`src/hdl/io_pkg.sv`:
```
package io_pkg;

  // bus and port widths
  localparam int data_width       = 16; // one i/o word
  localparam int slot_bits        = 2;  // hardware thread id
  localparam int num_slots        = 4;  // slots 0..3, slot 0 never gets a task
  localparam int led_bits         = 8;
  localparam int sample_addr_bits = 8;  // 256 word sample memory
  localparam int kill_bits        = 4;  // one kill request bit per slot

  // sample_ctrl write bits, pointer value comes from data[7:0]
  localparam int ctrl_set_wptr = 11;
  localparam int ctrl_set_rptr = 10;

  // register index, taken straight from the 4-bit bus address
  typedef enum logic [3:0] {
    reg_gpio        = 4'd0,  // port data, reads merge inputs
    reg_dir         = 4'd1,  // 1 = output
    reg_leds        = 4'd2,
    reg_task1       = 4'd3,  // task word for slot 1
    reg_task2       = 4'd4,
    reg_task3       = 4'd5,
    reg_sample      = 4'd6,  // sample memory data, pointers auto-increment
    reg_sample_ctrl = 4'd7,  // pointer set / readback
    reg_task_fetch  = 4'd8,  // read: own task, write: kill request
    reg_mask_ticks  = 4'd9   // read: wall clock, write: one-shot mask
  } io_reg_t;

endpackage

```
`src/hdl/wb_io_frontend.sv`:
```
module wb_io_frontend (
  input  logic                             clk,
  input  logic                             resetq,
  // wishbone classic slave
  input  logic                             cyc,
  input  logic                             stb,
  input  logic                             we,
  input  logic [3:0]                       adr,
  input  logic [io_pkg::data_width-1:0]    dat_w,
  input  logic [io_pkg::slot_bits-1:0]     slot,
  output logic                             ack,
  output logic [io_pkg::data_width-1:0]    dat_r,
  // read values from the register blocks
  input  logic [io_pkg::data_width-1:0]    gpio_rd,
  input  logic [io_pkg::data_width-1:0]    dir_rd,
  input  logic [io_pkg::data_width-1:0]    leds_rd,
  input  logic [io_pkg::data_width-1:0]    task_rd,
  input  logic [io_pkg::data_width-1:0]    sample_rd,
  // internal strobes, valid together with ack
  output logic                             wr_stb,
  output logic                             rd_stb,
  output io_pkg::io_reg_t                  reg_sel,
  output logic [io_pkg::data_width-1:0]    wdata,
  output logic [io_pkg::data_width-1:0]    wmask,
  output logic [io_pkg::slot_bits-1:0]     slot_q
);

  logic [io_pkg::data_width-1:0] mask_q [io_pkg::num_slots]; // one-shot mask per slot
  logic [io_pkg::data_width-1:0] ticks;                      // wall clock
  logic                          req;

  // new request; the access already being acked must not start another
  assign req = cyc & stb & ~ack;

  always_ff @(posedge clk) begin
    if (!resetq) begin
      ack    <= 1'b0;
      wr_stb <= 1'b0;
      rd_stb <= 1'b0;
    end else begin
      ack    <= req;       // exactly one cycle, never stretched
      wr_stb <= req & we;
      rd_stb <= req & ~we;
    end
  end

  // request payload, held through the ack cycle
  always_ff @(posedge clk) begin
    if (req) begin
      reg_sel <= io_pkg::io_reg_t'(adr);
      wdata   <= dat_w;
      slot_q  <= slot;
      wmask   <= mask_q[slot]; // preset left by this slot's last mask write
    end
  end

  // mask write arms the slot's mask, any other access by it uses it up
  always_ff @(posedge clk) begin
    if (!resetq) begin
      for (int i = 0; i < io_pkg::num_slots; i++) begin
        mask_q[i] <= '1;
      end
    end else if (wr_stb | rd_stb) begin
      if (wr_stb && reg_sel == io_pkg::reg_mask_ticks)
        mask_q[slot_q] <= wdata;
      else
        mask_q[slot_q] <= '1; // back to unmasked
    end
  end

  always_ff @(posedge clk) begin
    if (!resetq)
      ticks <= '0;
    else
      ticks <= ticks + 1'b1; // free running, wraps
  end

  // read data select, registered index keeps it stable during ack
  always_comb begin
    case (reg_sel)
      io_pkg::reg_gpio:        dat_r = gpio_rd;
      io_pkg::reg_dir:         dat_r = dir_rd;
      io_pkg::reg_leds:        dat_r = leds_rd;
      io_pkg::reg_task1,
      io_pkg::reg_task2,
      io_pkg::reg_task3,
      io_pkg::reg_task_fetch:  dat_r = task_rd;
      io_pkg::reg_sample,
      io_pkg::reg_sample_ctrl: dat_r = sample_rd;
      io_pkg::reg_mask_ticks:  dat_r = ticks;
      default:                 dat_r = '0; // unused indexes read zero
    endcase
  end

endmodule

```
`src/hdl/gpio_port.sv`:
```
module gpio_port (
  input  logic                          clk,
  input  logic                          resetq,
  input  logic                          wr_stb,
  input  io_pkg::io_reg_t               reg_sel,
  input  logic [io_pkg::data_width-1:0] wdata,
  input  logic [io_pkg::data_width-1:0] wmask,
  input  logic [io_pkg::data_width-1:0] gpio_in,
  output logic [io_pkg::data_width-1:0] gpio_out,
  output logic [io_pkg::data_width-1:0] gpio_oe,
  output logic [io_pkg::led_bits-1:0]   leds,
  output logic [io_pkg::data_width-1:0] gpio_rd,
  output logic [io_pkg::data_width-1:0] dir_rd,
  output logic [io_pkg::data_width-1:0] leds_rd
);

  logic [io_pkg::data_width-1:0] out_q; // output data register
  logic [io_pkg::data_width-1:0] dir_q; // 1 = pin drives
  logic [io_pkg::led_bits-1:0]   leds_q;

  // only bits set in the mask take the new value
  function automatic logic [io_pkg::data_width-1:0] merge(
    input logic [io_pkg::data_width-1:0] old_val,
    input logic [io_pkg::data_width-1:0] new_val,
    input logic [io_pkg::data_width-1:0] mask
  );
    return (new_val & mask) | (old_val & ~mask);
  endfunction

  always_ff @(posedge clk) begin
    if (!resetq) begin
      out_q  <= '0;
      dir_q  <= '0;   // all inputs after reset
      leds_q <= '0;
    end else if (wr_stb) begin
      case (reg_sel)
        io_pkg::reg_gpio: out_q <= merge(out_q, wdata, wmask);
        io_pkg::reg_dir:  dir_q <= merge(dir_q, wdata, wmask);
        io_pkg::reg_leds: leds_q <= wdata[io_pkg::led_bits-1:0] & wmask[io_pkg::led_bits-1:0]
                                  | leds_q & ~wmask[io_pkg::led_bits-1:0];
        default: ;
      endcase
    end
  end

  assign gpio_out = out_q;
  assign gpio_oe  = dir_q;
  assign leds     = leds_q;

  // input pins read the pad, output pins read back the register
  assign gpio_rd = (gpio_in & ~dir_q) | (out_q & dir_q);
  assign dir_rd  = dir_q;
  assign leds_rd = {{(io_pkg::data_width - io_pkg::led_bits){1'b0}}, leds_q};

endmodule

```
`src/hdl/task_scheduler.sv`:
```
module task_scheduler (
  input  logic                          clk,
  input  logic                          resetq,
  input  logic                          wr_stb,
  input  logic                          rd_stb,
  input  io_pkg::io_reg_t               reg_sel,
  input  logic [io_pkg::data_width-1:0] wdata,
  input  logic [io_pkg::slot_bits-1:0]  slot_q,
  output logic [io_pkg::data_width-1:0] task_rd,
  output logic [io_pkg::kill_bits-1:0]  kill_slot
);

  // task xt per slot, slot 0 has none; bit 0 set means run once
  logic [io_pkg::data_width-1:0] task_q [1:io_pkg::num_slots-1];
  logic                          own_task; // access comes from a slot that owns a task word

  assign own_task = (slot_q != '0);

  always_ff @(posedge clk) begin
    if (!resetq) begin
      for (int i = 1; i < io_pkg::num_slots; i++) begin
        task_q[i] <= '0;
      end
      kill_slot <= '0;
    end else begin
      kill_slot <= '0; // single cycle request
      if (wr_stb) begin
        case (reg_sel)
          io_pkg::reg_task1:      task_q[1] <= wdata;
          io_pkg::reg_task2:      task_q[2] <= wdata;
          io_pkg::reg_task3:      task_q[3] <= wdata;
          io_pkg::reg_task_fetch: kill_slot <= wdata[io_pkg::kill_bits-1:0];
          default: ;
        endcase
      end else if (rd_stb && reg_sel == io_pkg::reg_task_fetch && own_task) begin
        if (task_q[slot_q][0])
          task_q[slot_q] <= '0; // run-once task gone after its fetch
      end
    end
  end

  always_comb begin
    case (reg_sel)
      io_pkg::reg_task1: task_rd = task_q[1];
      io_pkg::reg_task2: task_rd = task_q[2];
      io_pkg::reg_task3: task_rd = task_q[3];
      io_pkg::reg_task_fetch: begin
        // valid xts are even, slot 0 just spins on zero
        if (own_task)
          task_rd = {task_q[slot_q][io_pkg::data_width-1:1], 1'b0};
        else
          task_rd = '0;
      end
      default: task_rd = '0;
    endcase
  end

endmodule

```
`src/hdl/sample_buffer.sv`:
```
module sample_buffer (
  input  logic                          clk,
  input  logic                          resetq,
  input  logic                          wr_stb,
  input  logic                          rd_stb,
  input  io_pkg::io_reg_t               reg_sel,
  input  logic [io_pkg::data_width-1:0] wdata,
  output logic [io_pkg::data_width-1:0] sample_rd
);

  localparam int depth = 1 << io_pkg::sample_addr_bits;

  logic [io_pkg::data_width-1:0]       mem [depth];
  logic [io_pkg::data_width-1:0]       rdata_q;  // word at the read pointer
  logic [io_pkg::sample_addr_bits-1:0] wptr;
  logic [io_pkg::sample_addr_bits-1:0] rptr;
  logic                                sample_wr;
  logic                                sample_rd_hit;
  logic                                ctrl_wr;

  assign sample_wr     = wr_stb && reg_sel == io_pkg::reg_sample;
  assign sample_rd_hit = rd_stb && reg_sel == io_pkg::reg_sample;
  assign ctrl_wr       = wr_stb && reg_sel == io_pkg::reg_sample_ctrl;

  always_ff @(posedge clk) begin
    if (!resetq) begin
      wptr <= '0;
      rptr <= '0;
    end else begin
      // pointer load wins over the increment
      if (ctrl_wr && wdata[io_pkg::ctrl_set_wptr])
        wptr <= wdata[io_pkg::sample_addr_bits-1:0];
      else if (sample_wr)
        wptr <= wptr + 1'b1;

      if (ctrl_wr && wdata[io_pkg::ctrl_set_rptr])
        rptr <= wdata[io_pkg::sample_addr_bits-1:0];
      else if (sample_rd_hit)
        rptr <= rptr + 1'b1;
    end
  end

  // inferred block ram, read port runs every cycle
  always_ff @(posedge clk) begin
    if (sample_wr)
      mem[wptr] <= wdata;
    rdata_q <= mem[rptr]; // settles well before the next ack
  end

  // ctrl readback: write pointer high byte, read pointer low byte
  assign sample_rd = (reg_sel == io_pkg::reg_sample_ctrl) ? {wptr, rptr} : rdata_q;

endmodule

```
`src/hdl/io_subsystem.sv`:
```
module io_subsystem (
  input  logic                          clk,
  input  logic                          resetq,
  // wishbone classic slave, slot tags the accessing thread
  input  logic                          cyc,
  input  logic                          stb,
  input  logic                          we,
  input  logic [3:0]                    adr,
  input  logic [io_pkg::data_width-1:0] dat_w,
  input  logic [io_pkg::slot_bits-1:0]  slot,
  output logic [io_pkg::data_width-1:0] dat_r,
  output logic                          ack,
  // pins
  input  logic [io_pkg::data_width-1:0] gpio_in,
  output logic [io_pkg::data_width-1:0] gpio_out,
  output logic [io_pkg::data_width-1:0] gpio_oe,
  output logic [io_pkg::led_bits-1:0]   leds,
  output logic [io_pkg::kill_bits-1:0]  kill_slot
);

  logic                          wr_stb;
  logic                          rd_stb;
  io_pkg::io_reg_t               reg_sel;
  logic [io_pkg::data_width-1:0] wdata;
  logic [io_pkg::data_width-1:0] wmask;   // per-slot one-shot mask
  logic [io_pkg::slot_bits-1:0]  slot_q;
  logic [io_pkg::data_width-1:0] gpio_rd;
  logic [io_pkg::data_width-1:0] dir_rd;
  logic [io_pkg::data_width-1:0] leds_rd;
  logic [io_pkg::data_width-1:0] task_rd;
  logic [io_pkg::data_width-1:0] sample_rd;

  wb_io_frontend u_frontend (
    .clk(clk), .resetq(resetq),
    .cyc(cyc), .stb(stb), .we(we), .adr(adr), .dat_w(dat_w), .slot(slot),
    .ack(ack), .dat_r(dat_r),
    .gpio_rd(gpio_rd), .dir_rd(dir_rd), .leds_rd(leds_rd),
    .task_rd(task_rd), .sample_rd(sample_rd),
    .wr_stb(wr_stb), .rd_stb(rd_stb), .reg_sel(reg_sel),
    .wdata(wdata), .wmask(wmask), .slot_q(slot_q)
  );

  gpio_port u_gpio (
    .clk(clk), .resetq(resetq),
    .wr_stb(wr_stb), .reg_sel(reg_sel), .wdata(wdata), .wmask(wmask),
    .gpio_in(gpio_in), .gpio_out(gpio_out), .gpio_oe(gpio_oe), .leds(leds),
    .gpio_rd(gpio_rd), .dir_rd(dir_rd), .leds_rd(leds_rd)
  );

  task_scheduler u_tasks (
    .clk(clk), .resetq(resetq),
    .wr_stb(wr_stb), .rd_stb(rd_stb), .reg_sel(reg_sel), .wdata(wdata),
    .slot_q(slot_q), .task_rd(task_rd), .kill_slot(kill_slot)
  );

  sample_buffer u_samples (
    .clk(clk), .resetq(resetq),
    .wr_stb(wr_stb), .rd_stb(rd_stb), .reg_sel(reg_sel), .wdata(wdata),
    .sample_rd(sample_rd)
  );

endmodule

```
`config.mk`:
```
export PLATFORM = sky130hd
export DESIGN_NAME = io_subsystem
export DESIGN_NICKNAME = d
export VERILOG_FILES = /design/src/hdl/io_pkg.sv /design/src/hdl/wb_io_frontend.sv /design/src/hdl/gpio_port.sv /design/src/hdl/task_scheduler.sv /design/src/hdl/sample_buffer.sv /design/src/hdl/io_subsystem.sv
export SDC_FILE = /design/constraint.sdc
export NUM_CORES = 2
export LEC_CHECK = 0
export ABC_AREA = 0
export BUFFER_PORTS_ARGS = -buffer_cell sky130_fd_sc_hd__buf_2
export CORE_MARGIN = 8
export CORE_UTILIZATION = 40
export CTS_CLUSTER_DIAMETER = 30
export DETAILED_ROUTE_END_ITERATION = 10
export SKIP_LAST_GASP = 1
export SYNTH_ARGS = -nofsm -noshare
export SYNTH_HDL_FRONTEND = slang
export SYNTH_HIERARCHICAL = 1
export SYNTH_MEMORY_MAX_BITS = 65536
export SYNTH_SLANG_ARGS = --single-unit
```
`constraint.sdc`:
```
create_clock -name clk -period 8.33 [get_ports clk]
set_clock_uncertainty 0.15 [all_clocks]
set_input_delay 0 -clock clk [delete_from_list [all_inputs] [get_ports clk]]
set_output_delay 0 -clock clk [all_outputs]
set_load 0.03 [all_outputs]
```
After elaboration in Yosys (flattened, before gate mapping)
Memory sizes are Yosys's and may differ from the RTL's. A register that Yosys moved wholly into a read port is not among the register bits.
Cells that the tools add are included.

cells by class
  add/subtract/negate cells = 3
  multipliers = 0
  div/mod/pow operators = 0
  $lt $le $gt $ge = 0
  equality and inequality tests = 9
  shift operators = 0
  muxes and demuxes = 47
  bitwise operators = 25
  reduce and logical (&&, ||, !) cells = 20

operators by type and width
  operator                 number
  $mux W16                 8
  $pmux W16 S6             1
  $and A16 B16 Y16         5
  $pmux W16 S4             1
  $or A16 B16 Y16          3
  $mux W8                  4
  $not A16 Y16             2
  $reduce_or A16 Y1        2
  $mux W1                  30
  $add A16 B1 Y16 const B  1
  $add A8 B1 Y8 const B    2
  $and A8 B8 Y8            2
  $eq A4 B3 Y1 const B     4
  $eq A4 B2 Y1 const B     2
  $eq A4 B4 Y1 const B     2
  $logic_and A1 B1 Y1      8
  $not A8 Y8               1
  $or A8 B8 Y8             1
  $mux W2                  3
  $reduce_and A2 Y1        3
  $reduce_bool A2 Y1       3
  $or A1 B1 Y1             5
  $and A1 B1 Y1            4
  $eq A4 B1 Y1 const B     1
  5 further kinds          6

storage, ports and cells
  register bits = 101
  bits in latches = 0
  bits in writable memories = 4208
  bits in read-only memories = 0
  input bits = 43
  output and inout port bits = 61
  logic and storage cells = 120
  memories = 3

memory list
  memory             words  width  rd ports  clocked after Yosys merged registers in  write ports  line                  text
  u_samples.mem      256    16     1         1                                        1            sample_buffer.sv:13   logic [io_pkg::data_width-1:0] mem [depth];
  u_frontend.mask_q  4      16     1         1                                        4            wb_io_frontend.sv:28  logic [io_pkg::data_width-1:0] mask_q [io_pkg::num_slots];
  u_tasks.task_q     3      16     4         1                                        3            task_scheduler.sv:14  logic [io_pkg::data_width-1:0] task_q [1:io_pkg::num_slots-1];

Logic depth before layout (Yosys ltp)
  depth in word-level cells = 9
  depth in mapped cells = 12
  depth with buffers taken out = 7

Hierarchy
Netlist, hierarchy kept.

by module, submodules not included
  module          instances  cells an instance  area an instance (um^2)  sequential area each (um^2)
  sample_buffer   1          7373               159419.1                 123638.6
  wb_io_frontend  1          475                5895.7                   3443.3
  task_scheduler  1          314                2671.3                   1041.0
  gpio_port       1          243                2245.9                   800.8

Worst setup path before layout
Ideal clock, no wire load.

  path kind = flip-flop to flip-flop
  from = reg u_frontend/wdata[11] (netlist name)
  to = reg u_samples/wptr[0] (netlist name)
  library setup time = 0.130 ns
  arrival time = 4.469 ns
  path slack = 3.581 ns
  stages on the path, launching flop included = 6
  path buffers = 1
  clock period less this slack = 4.749 ns
  cells stage by stage = edfxtp_1 -> and3_1 -> clkbuf_1 -> nor2_1 -> a221oi_1 -> nor2b_1

between the ends
  cells in the longest elaborated chain, start to end = 2
  elaborated cells between the ends (all ways) = 3
  those cells by class = mux: 1; reduce/logical: 2

ends and longest elaborated chain
  item                                                  line                  text
  start: declaration                                    wb_io_frontend.sv:23  output logic [io_pkg::data_width-1:0] wdata,
  start signal: assignment                              wb_io_frontend.sv:51  wdata <= dat_w;
  $logic_and A1 B1 Y1 *                                 sample_buffer.sv:31   if (ctrl_wr && wdata[io_pkg::ctrl_set_wptr])
  $mux W8 / $reduce_bool A2 Y1 (equally long branches)  -
  end signal: assignment                                sample_buffer.sv:32   wptr <= wdata[io_pkg::sample_addr_bits-1:0];
  end signal: assignment                                sample_buffer.sv:34   wptr <= wptr + 1'b1;
  end: declaration                                      sample_buffer.sv:15   logic [io_pkg::sample_addr_bits-1:0] wptr;

Mark *: on every way between the ends. The rest lies on a longest branch, timed or not.
A chain may end at the register's enable or synchronous reset.

==> run summary <==
Status: complete, but fails checks
Failing checks: slew limit
Synth top cells by count: 4198 x edfxtp_1, 865 x mux4_2, 477 x mux2i_1, 337 x nor2_1, 254 x a21oi_1
Wirelength per Cell: 34.4 um
CTS H-Tree Depth: 6
Post-CTS setup buffer count: 0
Final ANT Viol Nets: 0
Clock latency on the worst-skew pair: 1.06 ns
Unique masters post-synth: 96
Arr. time, crit path: 6.52 ns
GRT Residual Overflow: 0
Async SR Flop Fraction: 0
Worst slew pin tran: 1.56 ns
Initial antenna violation count: 36
Cell Count Post-Placement: 14.0k
Layout cells sized above 1: 0.292
Synth area leader: edfxtp_1
Peak VDD IR: 218 uV
Ys Warns: 6
Die area: 447000 sq um
Nets: 9224
Fillers: 34.2k
Final Hold Fails: 0
RSZ-0062 raised after global routing: no
Clock slew at reported path FFs: 0.05 ns
Post-synth top area share: 0.741
DRT iter0 DRCs: 14.3k
Count of pins over their slew limit: 40
Rel. slew slack: -0.0401
Post-synthesis register bit count: 4341
Register Area: 129000 sq um
Hpwl dp: 311 mm
CTS Buf Count: 760
Most instantiated library cell after synthesis: edfxtp_1
FF-to-FF Start: u_samples/rptr[2]$_SDFFE_PN0P_
Vias in the first global route: 93.1k
Reg2Reg Setup Slack: 2.52 ns
Final TNS setup: 0 ns
Critical path class: reg -> reg
Period minus WS final: 5.81 ns
Post-synth EDFFs: 4198
Type of the worst min-delay path: in -> reg
Vert. Die Dim: 668 um
Port Buffers: 103
Die W: 668 um
Routed WL: 533 mm
RR Endpoint: u_samples/rdata_q[7]$_DFF_P_
Ys flop type: edfxtp_1
Crit path capture type: flop
# rows: 239
Area grow syn2layout: 20.7%
All-Layer GR Usage: 0.232
Clk sinks: 4341
Routed vias: 94.1k
Cells after synthesis: 8405
CTS tree: yes
GP Congestion: 0.887
Multi-input logic area: 38100 sq um
Number of max-cap violations: 0
Mapped Area: 170000 sq um
Setup violators final: 0
Seq/Total Area, Yosys: 0.757
Power Dens Cells: 273 nW/um^2
Crit path required time: 9.04 ns
Worst-path maximum fanout: 37
Largest cells by area after synthesis: edfxtp_1 74%, mux4_2 11%, mux2i_1 2.8%, dfxtp_1 1.7%, a21oi_1 0.75%
Via/cell ratio: 6.06
Placed cell area: 178000 sq um
Core ar.: 424000 sq um
Design area: 205000 sq um
Largest net degree at the start of global routing: 209
Clock tree buffer depth: 4
Startpoint types: flop
Top-Level Pins: 104
Tot Pwr: 56.2 mW
Worst setup path endpoint: u_samples/rdata_q[7]$_DFF_P_
Fmax: 172 MHz
First-pass GRT wire length: 737 mm
Register-to-Register Path Depth: 7
Fin crit share: 0.698
Drc violations: 0
Starting Density: 0.402
DRT Pass-1 Iters: 6
Syn Area/Cell: 20.3 sq um
Pleak: 64.1 nW
Root Buffer: clkbuf_16
Finished Layout Cells: 15.5k
Worst Setup SP: u_samples/rptr[2]$_SDFFE_PN0P_
## report_power, final
part / total (mW) / internal [mW] / switching [mW]
Combinational: 0.546 / 0.103 / 0.443
Sequential: 23.9 / 23.9 / 0.0174
Clock: 31.7 / 20.5 / 11.2
Total: 56.2 / 44.5 / 11.7
## timing repair
item	4_1_cts	5_1_grt
hold endpoints to repair	239	0
hold buffers	61	0
gates resized for setup	0	0
## stage by stage
step	worst slack (ns)	utilization	hold slack [ns]
2_1_floorplan	3.58	-	-0.0729
3_3_place_gp	2.51	0.420	0.0290
3_5_place_dp	2.73	0.420	0.0287
4_1_cts	2.71	0.485	0.00311
5_1_grt	2.57	0.485	0.0356
6_report	2.52	0.485	0.0517
## cell families after synthesis
family | Yosys count | synth area share
AOI/OAI and AO/OA | 1066 | 0.0442
muxes | 1407 | 0.148
DFF | 4341 | 0.757
other | 1 | 0.0000220
xor gates and xnor gates | 11 | 0.000566
and+or+nand+nor | 994 | 0.0280
adders and majority gates | 6 | 0.000441
buffers and inverters | 579 | 0.0216
## layout by cell type (no fill, tap or decap), types with 87 or more instances in the layout
cell type	count
nand3_1	129
clkinv_1	89
mux4_2	865
dfxtp_1	134
nor2_1	248
buf_4	362
a22oi_1	144
mux2i_1	477
nor2_2	87
bufinv_16	109
o21ai_0	147
clkinvlp_4	94
buf_2	103
clkbuf_16	766
clkbuf_1	89
nand2_1	240
clkinv_2	95
edfxtp_1	4198
a21oi_1	254
## layer usage
layer / vias to the layer above / global-route usage / routed length, um
met5: - / 0 / 106
met4: 14 / 0.109 / 28200
met3: 1216 / 0.0566 / 61900
met2: 6177 / 0.360 / 246000
met1: 49736 / 0.310 / 197000
li1: 36916 / - / -
## sequential cells by signal, summed over array words and instances (netlist names), named ones only
name,cells
u_samples/mem,4096
u_frontend/mask_q,64
u_tasks/task_q,48
u_frontend/ticks,16
u_frontend/wdata,16
u_frontend/wmask,16
u_samples/rdata_q,16
u_samples/rptr,8
u_samples/wptr,8
u_frontend/reg_sel,4
u_tasks/kill_slot,4
u_frontend/slot_q,2
u_frontend/ack,1
u_frontend/rd_stb,1
u_frontend/wr_stb,1
## critical path, cell delays in order, from the launching register on
cell and delay [ns]:
dfxtp_4 0.96, buf_4 0.65, and2_4 0.58, nand2_1 0.92, o22ai_1 0.65, a2111oi_0 0.26
nor3b_1 1.00, o32ai_1 0.28
## area by class of cell
cell class | instances | share of cell area
diodes | 23 | 0.000280
clock buffers | 862 | 0.0954
clock inverters | 564 | 0.0343
inverters | 19 | 0.000390
multi-input cells | 3492 | 0.185
flip-flops and latches | 4341 | 0.628
well taps | 5663 | 0.0345
repair buffers | 561 | 0.0221
## worst min path at each step
stage / start / endpoint / slack, ns / cells after the start
after floorplan: we / u_frontend/rd_stb$_SDFF_PN0_ / -0.07 / 1
after global placement: dat_w[0] / u_frontend/wdata[0]$_DFFE_PP_ / 0.03 / 1
after detailed placement: dat_w[15] / u_frontend/wdata[15]$_DFFE_PP_ / 0.03 / 1
after CTS: dat_w[2] / u_frontend/wdata[2]$_DFFE_PP_ / 0.003 / 3
after global routing: dat_w[10] / u_frontend/wdata[10]$_DFFE_PP_ / 0.04 / 3
final: dat_w[10] / u_frontend/wdata[10]$_DFFE_PP_ / 0.05 / 3
Power figures use the tool's default switching activity.
